$ cat config.mk
export PLATFORM = sky130hd
export DESIGN_NAME = cache_top
export DESIGN_NICKNAME = d
export VERILOG_FILES = /design/src/cache_cfg_pkg.sv /design/src/cache_ctrl_pkg.sv /design/src/cache_ifs.sv /design/src/tag_store.sv /design/src/data_store.sv /design/src/mem_port.sv /design/src/cache_control.sv /design/src/cache_top.sv
export SDC_FILE = /design/constraint.sdc
export NUM_CORES = 2
export LEC_CHECK = 0
export BUFFER_PORTS_ARGS = -buffer_cell sky130_fd_sc_hd__buf_2
export CAP_MARGIN = 20
export CORE_MARGIN = 1.5
export CORE_UTILIZATION = 45
export CTS_CLUSTER_DIAMETER = 200
export DETAILED_ROUTE_END_ITERATION = 7
export PLACE_DENSITY_LB_ADDON = 0.12
export SLEW_MARGIN = 20
export SYNTH_ARGS = -nofsm -noshare
export SYNTH_HDL_FRONTEND = slang
export SYNTH_SLANG_ARGS = --single-unit
$ cat constraint.sdc
create_clock -name clk -period 25.4 [get_ports clk]
set_input_delay 2.54 -clock clk [delete_from_list [all_inputs] [get_ports clk]]
set_output_delay 2.54 -clock clk [all_outputs]
set_load 0.02 [all_outputs]
$ cat src/cache_cfg_pkg.sv
package cache_cfg_pkg;

        ////////////////////////////////////////
        // cache geometry
        ////////////////////////////////////////

        localparam int word_bits = 32;
        localparam int line_words = 4;
        localparam int offset_bits = 4;          // byte offset within a line
        localparam int default_num_sets = 2;

        typedef logic [word_bits-1:0] word_t;
        typedef logic [31:0] addr_t;             // byte address
        typedef logic [line_words*word_bits-1:0] line_t;

endpackage

$ cat src/cache_ctrl_pkg.sv
package cache_ctrl_pkg;

        // cpu side controller states
        typedef enum logic [1:0] {
                idle,
                lookup,
                refill,
                merge
        } ctrl_state_e;

        // work handed to the memory port on a miss
        typedef enum logic [1:0] {
                none,
                fill,
                evict_fill              // dirty victim goes out before the fill
        } mem_op_e;

endpackage

$ cat src/cache_ifs.sv
`timescale 1ns/100ps

////////////////////////////////////////
// lookup path between controller and stores
////////////////////////////////////////

interface lookup_if #(
        parameter int num_sets = cache_cfg_pkg::default_num_sets
);
        localparam int index_bits = $clog2(num_sets);

        cache_cfg_pkg::addr_t addr;
        logic [index_bits-1:0] index;           // set select, taken from addr
        logic fill_en;
        logic write_en;
        cache_cfg_pkg::word_t wdata;
        logic byte_sel;
        logic touch;

        logic hit;
        logic hit_way;
        logic victim_way;
        logic victim_dirty;
        cache_cfg_pkg::addr_t victim_addr;       // line address of the victim
        cache_cfg_pkg::word_t rdata;

        assign index = addr[cache_cfg_pkg::offset_bits +: index_bits];

        modport ctrl (output addr, fill_en, write_en, wdata, byte_sel, touch,
                      input hit, hit_way, victim_dirty, victim_addr, rdata);
        modport tags (input addr, index, fill_en, write_en, touch,
                      output hit, hit_way, victim_way, victim_dirty, victim_addr);
        modport data (input addr, index, fill_en, write_en, wdata, byte_sel, hit_way,
                      victim_way, output rdata);
endinterface

////////////////////////////////////////
// miss handoff to the memory port
////////////////////////////////////////

interface refill_if;
        logic start;                            // one cycle
        cache_ctrl_pkg::mem_op_e op;
        cache_cfg_pkg::addr_t miss_addr;
        cache_cfg_pkg::addr_t victim_addr;
        logic done;                             // one cycle, with the fill's ready_mem
        cache_cfg_pkg::line_t fill_line;

        modport ctrl (output start, op, miss_addr, victim_addr, input done, fill_line);
        modport port (input start, op, miss_addr, victim_addr, output done, fill_line);
endinterface

$ cat src/tag_store.sv
`timescale 1ns/100ps

module tag_store #(
        parameter int num_sets = cache_cfg_pkg::default_num_sets
) (
        input logic clk,
        input logic reset,
        lookup_if.tags lk
);
        localparam int index_bits = $clog2(num_sets);
        localparam int tag_bits = 32 - index_bits - cache_cfg_pkg::offset_bits;

        logic [tag_bits-1:0] tag_mem [num_sets][2];
        logic [num_sets-1:0][1:0] valid;
        logic [num_sets-1:0][1:0] dirty;
        logic [num_sets-1:0] lru;               // least recently used way of each set
        logic [tag_bits-1:0] tag;
        logic [1:0] hit_vec;
        logic victim;

        assign tag = lk.addr[31 -: tag_bits];

        ////////////////////////////////////////
        // compare and victim choice
        ////////////////////////////////////////

        assign hit_vec[0] = valid[lk.index][0] && (tag_mem[lk.index][0] == tag);
        assign hit_vec[1] = valid[lk.index][1] && (tag_mem[lk.index][1] == tag);
        assign lk.hit = |hit_vec;
        assign lk.hit_way = hit_vec[1];

        // an empty way wins over the lru way
        assign victim = !valid[lk.index][0] ? 1'b0 :
                        !valid[lk.index][1] ? 1'b1 : lru[lk.index];
        assign lk.victim_way = victim;
        assign lk.victim_dirty = dirty[lk.index][victim];
        assign lk.victim_addr = {tag_mem[lk.index][victim], lk.index,
                                 {cache_cfg_pkg::offset_bits{1'b0}}};

        ////////////////////////////////////////
        // updates
        ////////////////////////////////////////

        always_ff @(posedge clk)
        begin
                if (lk.fill_en)
                begin
                        tag_mem[lk.index][victim] <= tag;
                end
        end

        always_ff @(posedge clk or posedge reset)
        begin
                if (reset)
                begin
                        valid <= '0;
                        dirty <= '0;
                        lru <= '0;
                end
                else if (lk.fill_en)
                begin
                        valid[lk.index][victim] <= 1'b1;
                        dirty[lk.index][victim] <= lk.write_en;   // write miss lands dirty
                        lru[lk.index] <= ~victim;
                end
                else
                begin
                        if (lk.write_en)
                        begin
                                dirty[lk.index][lk.hit_way] <= 1'b1;
                        end
                        if (lk.touch)
                        begin
                                lru[lk.index] <= ~lk.hit_way;
                        end
                end
        end

        // a line is only installed on a miss, so one tag never sits in both ways
        a_one_way_hits: assert property (@(posedge clk) disable iff (reset)
                hit_vec != 2'b11);

endmodule

$ cat src/data_store.sv
`timescale 1ns/100ps

module data_store #(
        parameter int num_sets = cache_cfg_pkg::default_num_sets
) (
        input logic clk,
        input logic reset,
        lookup_if.data lk,
        refill_if.ctrl rf,
        output cache_cfg_pkg::line_t victim_line
);
        cache_cfg_pkg::line_t lines [num_sets][2];
        cache_cfg_pkg::line_t src_line;
        cache_cfg_pkg::line_t new_line;
        cache_cfg_pkg::word_t word;
        logic way;
        logic [1:0] word_idx;

        assign way = lk.fill_en ? lk.victim_way : lk.hit_way;
        assign word_idx = lk.addr[3:2];

        // during a fill the incoming line is read through
        assign src_line = lk.fill_en ? rf.fill_line : lines[lk.index][way];
        assign word = src_line[word_idx*cache_cfg_pkg::word_bits +: cache_cfg_pkg::word_bits];
        assign lk.rdata = lk.byte_sel ? cache_cfg_pkg::word_t'(word[lk.addr[1:0]*8 +: 8]) :
                                        word;

        assign victim_line = lines[lk.index][lk.victim_way];   // writeback source

        always_comb
        begin
                new_line = src_line;
                if (lk.write_en)
                begin
                        new_line[word_idx*cache_cfg_pkg::word_bits +: cache_cfg_pkg::word_bits] =
                                lk.wdata;
                end
        end

        always_ff @(posedge clk)
        begin
                if (lk.fill_en || lk.write_en)
                begin
                        lines[lk.index][way] <= new_line;
                end
        end

        // the memory port hands over the line the cycle before it is installed
        a_fill_after_done: assert property (@(posedge clk) disable iff (reset)
                lk.fill_en |-> $past(rf.done));

endmodule

$ cat src/mem_port.sv
`timescale 1ns/100ps

module mem_port (
        input logic clk,
        input logic reset,
        refill_if.port rf,
        input cache_cfg_pkg::line_t victim_line,
        input logic ready_mem,
        input logic mem_busy,
        input cache_cfg_pkg::line_t data_mem_read,
        output cache_cfg_pkg::line_t data_mem_write,
        output cache_cfg_pkg::addr_t addr_mem,
        output logic read_mem,
        output logic write_mem
);
        typedef enum logic [2:0] {
                port_idle,
                wb_issue,
                wb_wait,
                rd_issue,
                rd_wait
        } port_state_e;

        port_state_e state;
        cache_cfg_pkg::addr_t miss_q;           // line aligned miss address
        cache_cfg_pkg::line_t line_q;
        logic fill_done;

        assign fill_done = (state == rd_wait) && ready_mem;
        assign rf.done = fill_done;
        assign rf.fill_line = fill_done ? data_mem_read : line_q;  // held until next fill

        always_ff @(posedge clk or posedge reset)
        begin
                if (reset)
                begin
                        state <= port_idle;
                        read_mem <= 1'b0;
                        write_mem <= 1'b0;
                        addr_mem <= '0;
                        miss_q <= '0;
                end
                else
                begin
                        read_mem <= 1'b0;       // request pulses last one cycle
                        write_mem <= 1'b0;
                        case (state)
                        port_idle:
                                if (rf.start)
                                begin
                                        miss_q <= {rf.miss_addr[31:cache_cfg_pkg::offset_bits],
                                                   {cache_cfg_pkg::offset_bits{1'b0}}};
                                        addr_mem <= rf.victim_addr;
                                        if (rf.op == cache_ctrl_pkg::evict_fill)
                                                state <= wb_issue;
                                        else if (rf.op == cache_ctrl_pkg::fill)
                                                state <= rd_issue;
                                end
                        wb_issue:
                                if (!mem_busy)
                                begin
                                        write_mem <= 1'b1;
                                        state <= wb_wait;
                                end
                        wb_wait:
                                if (ready_mem)
                                        state <= rd_issue;
                        rd_issue:
                                if (!mem_busy)
                                begin
                                        read_mem <= 1'b1;
                                        addr_mem <= miss_q;
                                        state <= rd_wait;
                                end
                        default:
                                if (ready_mem)
                                        state <= port_idle;
                        endcase
                end
        end

        always_ff @(posedge clk)
        begin
                if (state == port_idle && rf.start)
                        data_mem_write <= victim_line;
                if (fill_done)
                        line_q <= data_mem_read;
        end

        a_one_request: assert property (@(posedge clk) disable iff (reset)
                !(read_mem && write_mem));

endmodule

$ cat src/cache_control.sv
`timescale 1ns/100ps

module cache_control (
        input logic clk,
        input logic reset,
        input logic read_cpu,
        input logic write_cpu,
        input logic byte_sel,
        input cache_cfg_pkg::word_t data_cpu_write,
        input cache_cfg_pkg::addr_t addr_cpu,
        output cache_cfg_pkg::word_t data_cpu_read,
        output logic stall,
        lookup_if.ctrl lk,
        refill_if.ctrl rf
);
        cache_ctrl_pkg::ctrl_state_e state;
        cache_cfg_pkg::addr_t addr_q;
        cache_cfg_pkg::word_t wdata_q;
        logic byte_q;
        logic write_q;                          // latched request is a write
        logic accept;
        logic hit_now;

        assign accept = (state == cache_ctrl_pkg::idle) && (read_cpu || write_cpu);
        assign hit_now = (state == cache_ctrl_pkg::lookup) && lk.hit;

        ////////////////////////////////////////
        // store side controls
        ////////////////////////////////////////

        assign lk.addr = addr_q;
        assign lk.wdata = wdata_q;
        assign lk.byte_sel = byte_q;
        assign lk.touch = hit_now;
        assign lk.fill_en = (state == cache_ctrl_pkg::merge);
        assign lk.write_en = write_q && (hit_now || state == cache_ctrl_pkg::merge);

        assign rf.start = (state == cache_ctrl_pkg::lookup) && !lk.hit;
        assign rf.miss_addr = addr_q;
        assign rf.victim_addr = lk.victim_addr;

        always_comb
        begin
                if (!rf.start)
                        rf.op = cache_ctrl_pkg::none;
                else if (lk.victim_dirty)
                        rf.op = cache_ctrl_pkg::evict_fill;
                else
                        rf.op = cache_ctrl_pkg::fill;
        end

        ////////////////////////////////////////
        // fsm
        ////////////////////////////////////////

        always_ff @(posedge clk or posedge reset)
        begin
                if (reset)
                begin
                        state <= cache_ctrl_pkg::idle;
                        stall <= 1'b0;
                        write_q <= 1'b0;
                end
                else
                begin
                        case (state)
                        cache_ctrl_pkg::idle:
                                if (accept)
                                begin
                                        state <= cache_ctrl_pkg::lookup;
                                        stall <= 1'b1;
                                        write_q <= write_cpu && !read_cpu;  // read wins
                                end
                        cache_ctrl_pkg::lookup:
                                if (lk.hit)
                                begin
                                        state <= cache_ctrl_pkg::idle;
                                        stall <= 1'b0;
                                end
                                else
                                        state <= cache_ctrl_pkg::refill;
                        cache_ctrl_pkg::refill:
                                if (rf.done)
                                        state <= cache_ctrl_pkg::merge;
                        default:
                        begin
                                state <= cache_ctrl_pkg::idle;  // line installed this cycle
                                stall <= 1'b0;
                        end
                        endcase
                end
        end

        // request and read data latches
        always_ff @(posedge clk)
        begin
                if (accept)
                begin
                        addr_q <= addr_cpu;
                        wdata_q <= data_cpu_write;
                        byte_q <= byte_sel;
                end
                if (!write_q && (hit_now || state == cache_ctrl_pkg::merge))
                        data_cpu_read <= lk.rdata;
        end

        a_idle_no_stall: assert property (@(posedge clk) disable iff (reset)
                state == cache_ctrl_pkg::idle |-> !stall);

endmodule

$ cat src/cache_top.sv
`timescale 1ns/100ps

module cache_top #(
        parameter int num_sets = cache_cfg_pkg::default_num_sets
) (
        input logic clk,
        input logic reset,
        input logic read_cpu,
        input logic write_cpu,
        input logic byte_sel,
        input cache_cfg_pkg::word_t data_cpu_write,
        input cache_cfg_pkg::addr_t addr_cpu,
        output cache_cfg_pkg::word_t data_cpu_read,
        output logic stall,
        input logic ready_mem,
        input logic mem_busy,
        input cache_cfg_pkg::line_t data_mem_read,
        output cache_cfg_pkg::line_t data_mem_write,
        output cache_cfg_pkg::addr_t addr_mem,
        output logic read_mem,
        output logic write_mem
);
        cache_cfg_pkg::line_t victim_line;

        lookup_if #(.num_sets(num_sets)) lk ();
        refill_if rf ();

        cache_control u_control (
                .clk, .reset,
                .read_cpu, .write_cpu, .byte_sel,
                .data_cpu_write, .addr_cpu,
                .data_cpu_read, .stall,
                .lk(lk.ctrl), .rf(rf.ctrl)
        );

        tag_store #(.num_sets(num_sets)) u_tags (
                .clk, .reset, .lk(lk.tags)
        );

        data_store #(.num_sets(num_sets)) u_data (
                .clk, .reset, .lk(lk.data), .rf(rf.ctrl), .victim_line
        );

        mem_port u_mem_port (
                .clk, .reset, .rf(rf.port), .victim_line,
                .ready_mem, .mem_busy, .data_mem_read,
                .data_mem_write, .addr_mem, .read_mem, .write_mem
        );

endmodule

# Word-level counts from Yosys, hierarchy flattened
# Memory sizes are Yosys's and may differ from the RTL's. A register that Yosys moved wholly into a read port is not among the register bits.
# Cells that the tools add are included.
# totals
reg_bits	432
ramBits	620
input_bits	199
out_inout_bits	195
n_memories	2
# memory_table
memory	words	word_bits	rd	rd_ports_with_merged_regs	wr	line	rtl
u_data.lines	2	256	1	1	1	data_store.sv:12	cache_cfg_pkg::line_t lines [num_sets][2];
u_tags.tag_mem	2	54	1	1	1	tag_store.sv:13	logic [tag_bits-1:0] tag_mem [num_sets][2];
# op_classes
addsub	1
order_cmp	10
eq_ne	19
n_shift	4
muxes	75
bitwise	7
reduce_logical	34
# ops
operator	n
128-bit two-way mux	10
256-bit two-way mux	1
128-bit bitwise mux	1
128-bit demux with 1-bit select	1
32-bit by 34-bit variable shift with 128-bit output (first input constant)	1
128-bit by 8-bit variable part select with 32-bit output	1
32-bit by 34-bit variable part select with 128-bit output	1
27-bit two-way mux	4
32-bit two-way mux	2
32-bit case mux with 2 select lines	1
27-bit equality test	2
54-bit two-way mux	1
7-bit negation with 34-bit output	1
32-bit by 6-bit variable part select with 8-bit output	1
27-bit demux with 1-bit select	1
2-bit two-way mux	13
3-bit two-way mux	7
1-bit two-way mux	19
1-bit logical AND	15
3-bit case mux with 4 select lines	1
4-bit two-way mux	2
8-bit two-way mux	1
2-bit by 1-bit inequality test with 1-bit output (second input constant)	4
4-bit bitwise OR	2
29 further kinds	57

# Longest topological paths before layout
# logic_depth
depth_word	13
ltp_mapped	16
mapped_depth_nobuf	10

# Worst setup path after synthesis
# No wires, ideal clock.
# synth_timing
path_type	register to register
from	register u_control.state[1]
to	memory u_data.lines[0][128] (netlist name), enable pin
setup_ps	669
arrival_time_ps	8522
setup_slack_ps	16208
path_stages_with_launch	10
period_less_slack_ps	9192
cell_sequence	dfrtp_1 clkbuf_1 nand2_1 clkbuf_1 buf_1 buf_1 clkbuf_1 clkbuf_1 nand3_1 a22oi_1
# synth_via
elab_chain_len	8
# synth_lines
item	line	rtl
start: declaration	cache_control.sv:16	cache_ctrl_pkg::ctrl_state_e state;
start signal: assignment	cache_control.sv:60	state <= cache_ctrl_pkg::idle;
start signal: assignment	cache_control.sv:70	state <= cache_ctrl_pkg::lookup;
start signal: assignment	cache_control.sv:77	state <= cache_ctrl_pkg::idle;
2-bit equality test	cache_control.sv:35, cache_control.sv:36	
1-bit two-way mux	data_store.sv:19	assign way = lk.fill_en ? lk.victim_way : lk.hit_way;
1-bit NOT with 2-bit output (implied by the code)	data_store.sv:44	lines[lk.index][way] <= new_line;
2-bit greater-or-equal comparator (implied by the code) / 2-bit by 1-bit < comparator with 1-bit output (equally long branches)	data_store.sv:44	
1-bit logical AND (implied by the code)	data_store.sv:44	
128-bit two-way mux (implied by the code)	data_store.sv:44	
128-bit demux with 1-bit select	data_store.sv:44	
256-bit two-way mux (implied by the code) (*)	data_store.sv:44	
end: declaration	data_store.sv:12	
# Mark *: on every way between the ends. The rest lies on a longest branch, timed or not.

==> results.cfg <==
[timing]
tightest_slew_ns = 1.16
finalCriticalPeriod_ns = 7.69
final.setup.tns_ns = 0
final_hold_viol_count = 0
finalCritPeriodShare_pct = 30.3
setup_viol = 0
finalMaxSlewViolations = 0
skew_ns = 0.0353
rsz0062_at_grt = false
fmax_mhz = 130
slew_headroom_pct = 22.5

[grt]
grt_pass1_vias = 29700
grt_use_total_pct = 27.4
antenna_found_initial = 1
grt_pass1_wl_um = 207000
grt_max_degree = 145
overflow = 0

[clocking]
htreeDepth = 3
cts_made_buffers = 110
numClockSinks = 1049
hold_buffers = 0
cts_root_buf = clkbuf_16
path_clk_slew_ns = 0.06
cts_resized = 0
clk_path_buf_depth = 3
cts_setup_buffers = 0
cts_tree = done
insertion_delay_ns = 0.71

[routing]
routed_wl_um = 145000
drc = 0
via_count = 29700
route.detailed.wl_per_inst_um = 29.6
avgViaCountPerCell = 6.08
postRouteAntennaNets = 0
dr.first_iter.drc_count = 3410
dr.pass1.iters = 7

[place]
dp_hpwl_um = 94100
gp_congestion = 0.869
place_inst = 4679
port_buffers = 389

[synthesis]
yosys_warnings = 0
seq_area_frac_synth_pct = 64.4
synth_seq_cells = 1049
synthArstFlopShare_pct = 7.15
netlist_area_um2 = 46300
synth_edf_count = 845
synth_largest_area_cell = edfxtp_1
synth.avg_cell_area_um2 = 15.0
ys_types = 84
postSynthCellCount = 3082
synth.area.top_cells = edfxtp_1 55%, mux4_2 9.6%, dfxtp_1 5.6%, mux2i_1 5.4%, dfrtp_1 4.1%
yosysTopAreaCellShare_pct = 54.8
ys.flop_type = edfxtp_1

[finish]
insertedDiodeCount = 0
mostFrequentLayoutCells = 845 x edfxtp_1, 389 x buf_2, 250 x mux2i_1
seq_area_um2 = 29800
layout.nets = 3629
multi_input_area_um2 = 15400
final_cell_count_no_fill = 4891
drive_above_1_share_pct = 29.2
post-route-util_pct = 52.4
nFillCells = 8484
final_common_cell = edfxtp_1
syn_to_final_growth_pct = 15.4

[run]
cap_violations = 0

[critical_path]
cp-start-kind = flop
crit_fanout = 144
crit_arrival_ns = 8.00
cp-end-kind = flop
critical_path_class = flop to flop
critPathRequiredTime_ns = 25.71
worstRegToRegCells = 13

[floorplan]
core_area_um2 = 102000
io_pins = 394
start_util_pct = 45.4
chipWidth_um = 324
rows = 117
die-area_um2 = 105000
fp.dieH_um = 324

[power_and_ir_drop]
powerDensity_nw_per_um2 = 130
leakage_nw = 19.4
ir_worst_vdd_mv = 0.0748
power_mw = 6.97

[outcome]
status = finished, final reports clean

[min_path]
worstHoldPathCells = 2
hold_path_class = flop to flop
kinds of logic after synthesis:
logic type | Yosys count | share of synthesized area, %
flip-flops | 1049 | 64.4
AND/OR/NAND/NOR | 610 | 6.27
multiplexers | 598 | 18.7
AO/OA/AOI/OAI | 497 | 6.87
buffers and inverters | 268 | 2.60
XOR/XNOR | 54 | 1.02
adder cells (fa/ha/maj) | 5 | 0.135
other | 1 | 0.00810
cells in the mapped netlist, drive strengths merged (5+ instances only):
| library cell | count |
|---|---|
| o211ai | 24 |
| mux4 | 197 |
| inv | 48 |
| a2111oi | 5 |
| dfrtp | 75 |
| o21ai | 108 |
| nand4 | 5 |
| a311oi | 19 |
| a211oi | 41 |
| edfxtp | 845 |
| a21o | 5 |
| o211a | 5 |
| mux2i | 251 |
| a31oi | 30 |
| a211o | 6 |
| xnor2 | 54 |
| buf | 108 |
| or2 | 7 |
| nand3 | 123 |
| nor2b | 11 |
| nor2 | 124 |
| a21oi | 154 |
| mux2 | 150 |
| and2 | 23 |
| nor3 | 31 |
| a31o | 13 |
| dfxtp | 129 |
| and3 | 18 |
| clkbuf | 110 |
| nand2 | 227 |
| a22oi | 11 |
| o31ai | 20 |
| ha | 5 |
| nor4 | 24 |
| a21boi | 13 |
worst paths after layout:
| path | start | to | slack (ns) |
|---|---|---|---|
| min | u_mem_port.line_q[122]$_DFF_P_ | u_mem_port.line_q[122]$_DFF_P_ | 0.46 |
| max reg2reg | flop | u_data.lines[1][98]$_DFFE_PP_ | 17.71 |
| min reg2reg | u_mem_port.line_q[122]$_DFF_P_ | u_mem_port.line_q[122]$_DFF_P_ | 0.46 |
| max in group asynchronous | reset | u_mem_port.miss_q[14]$_DFFE_PP0P_ | 22.82 |
| max | flop | u_data.lines[1][98]$_DFFE_PP_ | 17.71 |
| min in group asynchronous | reset | u_mem_port.addr_mem[4]$_DFFE_PP0P_ | 2.02 |
power by group:
part	switching [mW]	internal (mW)
sequential	0.229	2.56
clock	0.673	1.00
combinational	1.59	0.909
total	2.50	4.47
cell type report:
cell class / instances / area share (%)
clock buffers: 164 / 6.21
clock inverters: 46 / 0.927
inverters: 50 / 0.356
multi-input cells: 1768 / 28.9
flip-flops and latches: 1049 / 55.8
well taps: 1368 / 3.20
repair buffers: 446 / 4.61
sequential cells by signal, indices dropped and copies added (netlist names), 28 cells and up, named ones only:
register,count
u_control.data_cpu_read,32
u_control.lk.addr,32
u_control.lk.wdata,32
u_data.lines,512
u_mem_port.addr_mem,28
u_mem_port.data_mem_write,128
u_mem_port.line_q,128
u_mem_port.miss_q,28
u_tags.tag_mem,108
critical path, cell delays in order, from the launching register on:
cell     delay, ns
dfxtp_4       0.79
buf_12        0.78
mux2i_1       0.30
xnor2_1       0.13
nor4_4        0.51
nand4_4       0.33
nor2_8        0.73
o31ai_1       0.34
nor2_1        0.74
nand2_1       0.24
o21ai_0       0.14
and2_4        0.48
buf_4         0.69
buf_4         0.88
metal layers:
| layer | up-vias | share of wire [%] | track usage (%) |
|---|---|---|---|
| li1 | 12700 | - | - |
| met1 | 15200 | 40 | 37.4 |
| met2 | 1583 | 47 | 43.2 |
| met3 | 254 | 9.2 | 5.86 |
| met4 | 0 | 3.8 | 10.2 |
| met5 | - | 0 | 0 |
metrics by stage:
step / hold slack, ns / instance area [um^2] / setup WS [ns]
after floorplan: 0.424 / 46300 / 16.21
after global placement: 0.443 / 49600 / 17.86
after detailed placement: 0.445 / 49600 / 17.72
after CTS: 0.460 / 53400 / 17.69
after global routing: 0.474 / 53400 / 17.33
final: 0.458 / 53400 / 17.71
No activity file was read; power rests on OpenSTA's default activity.
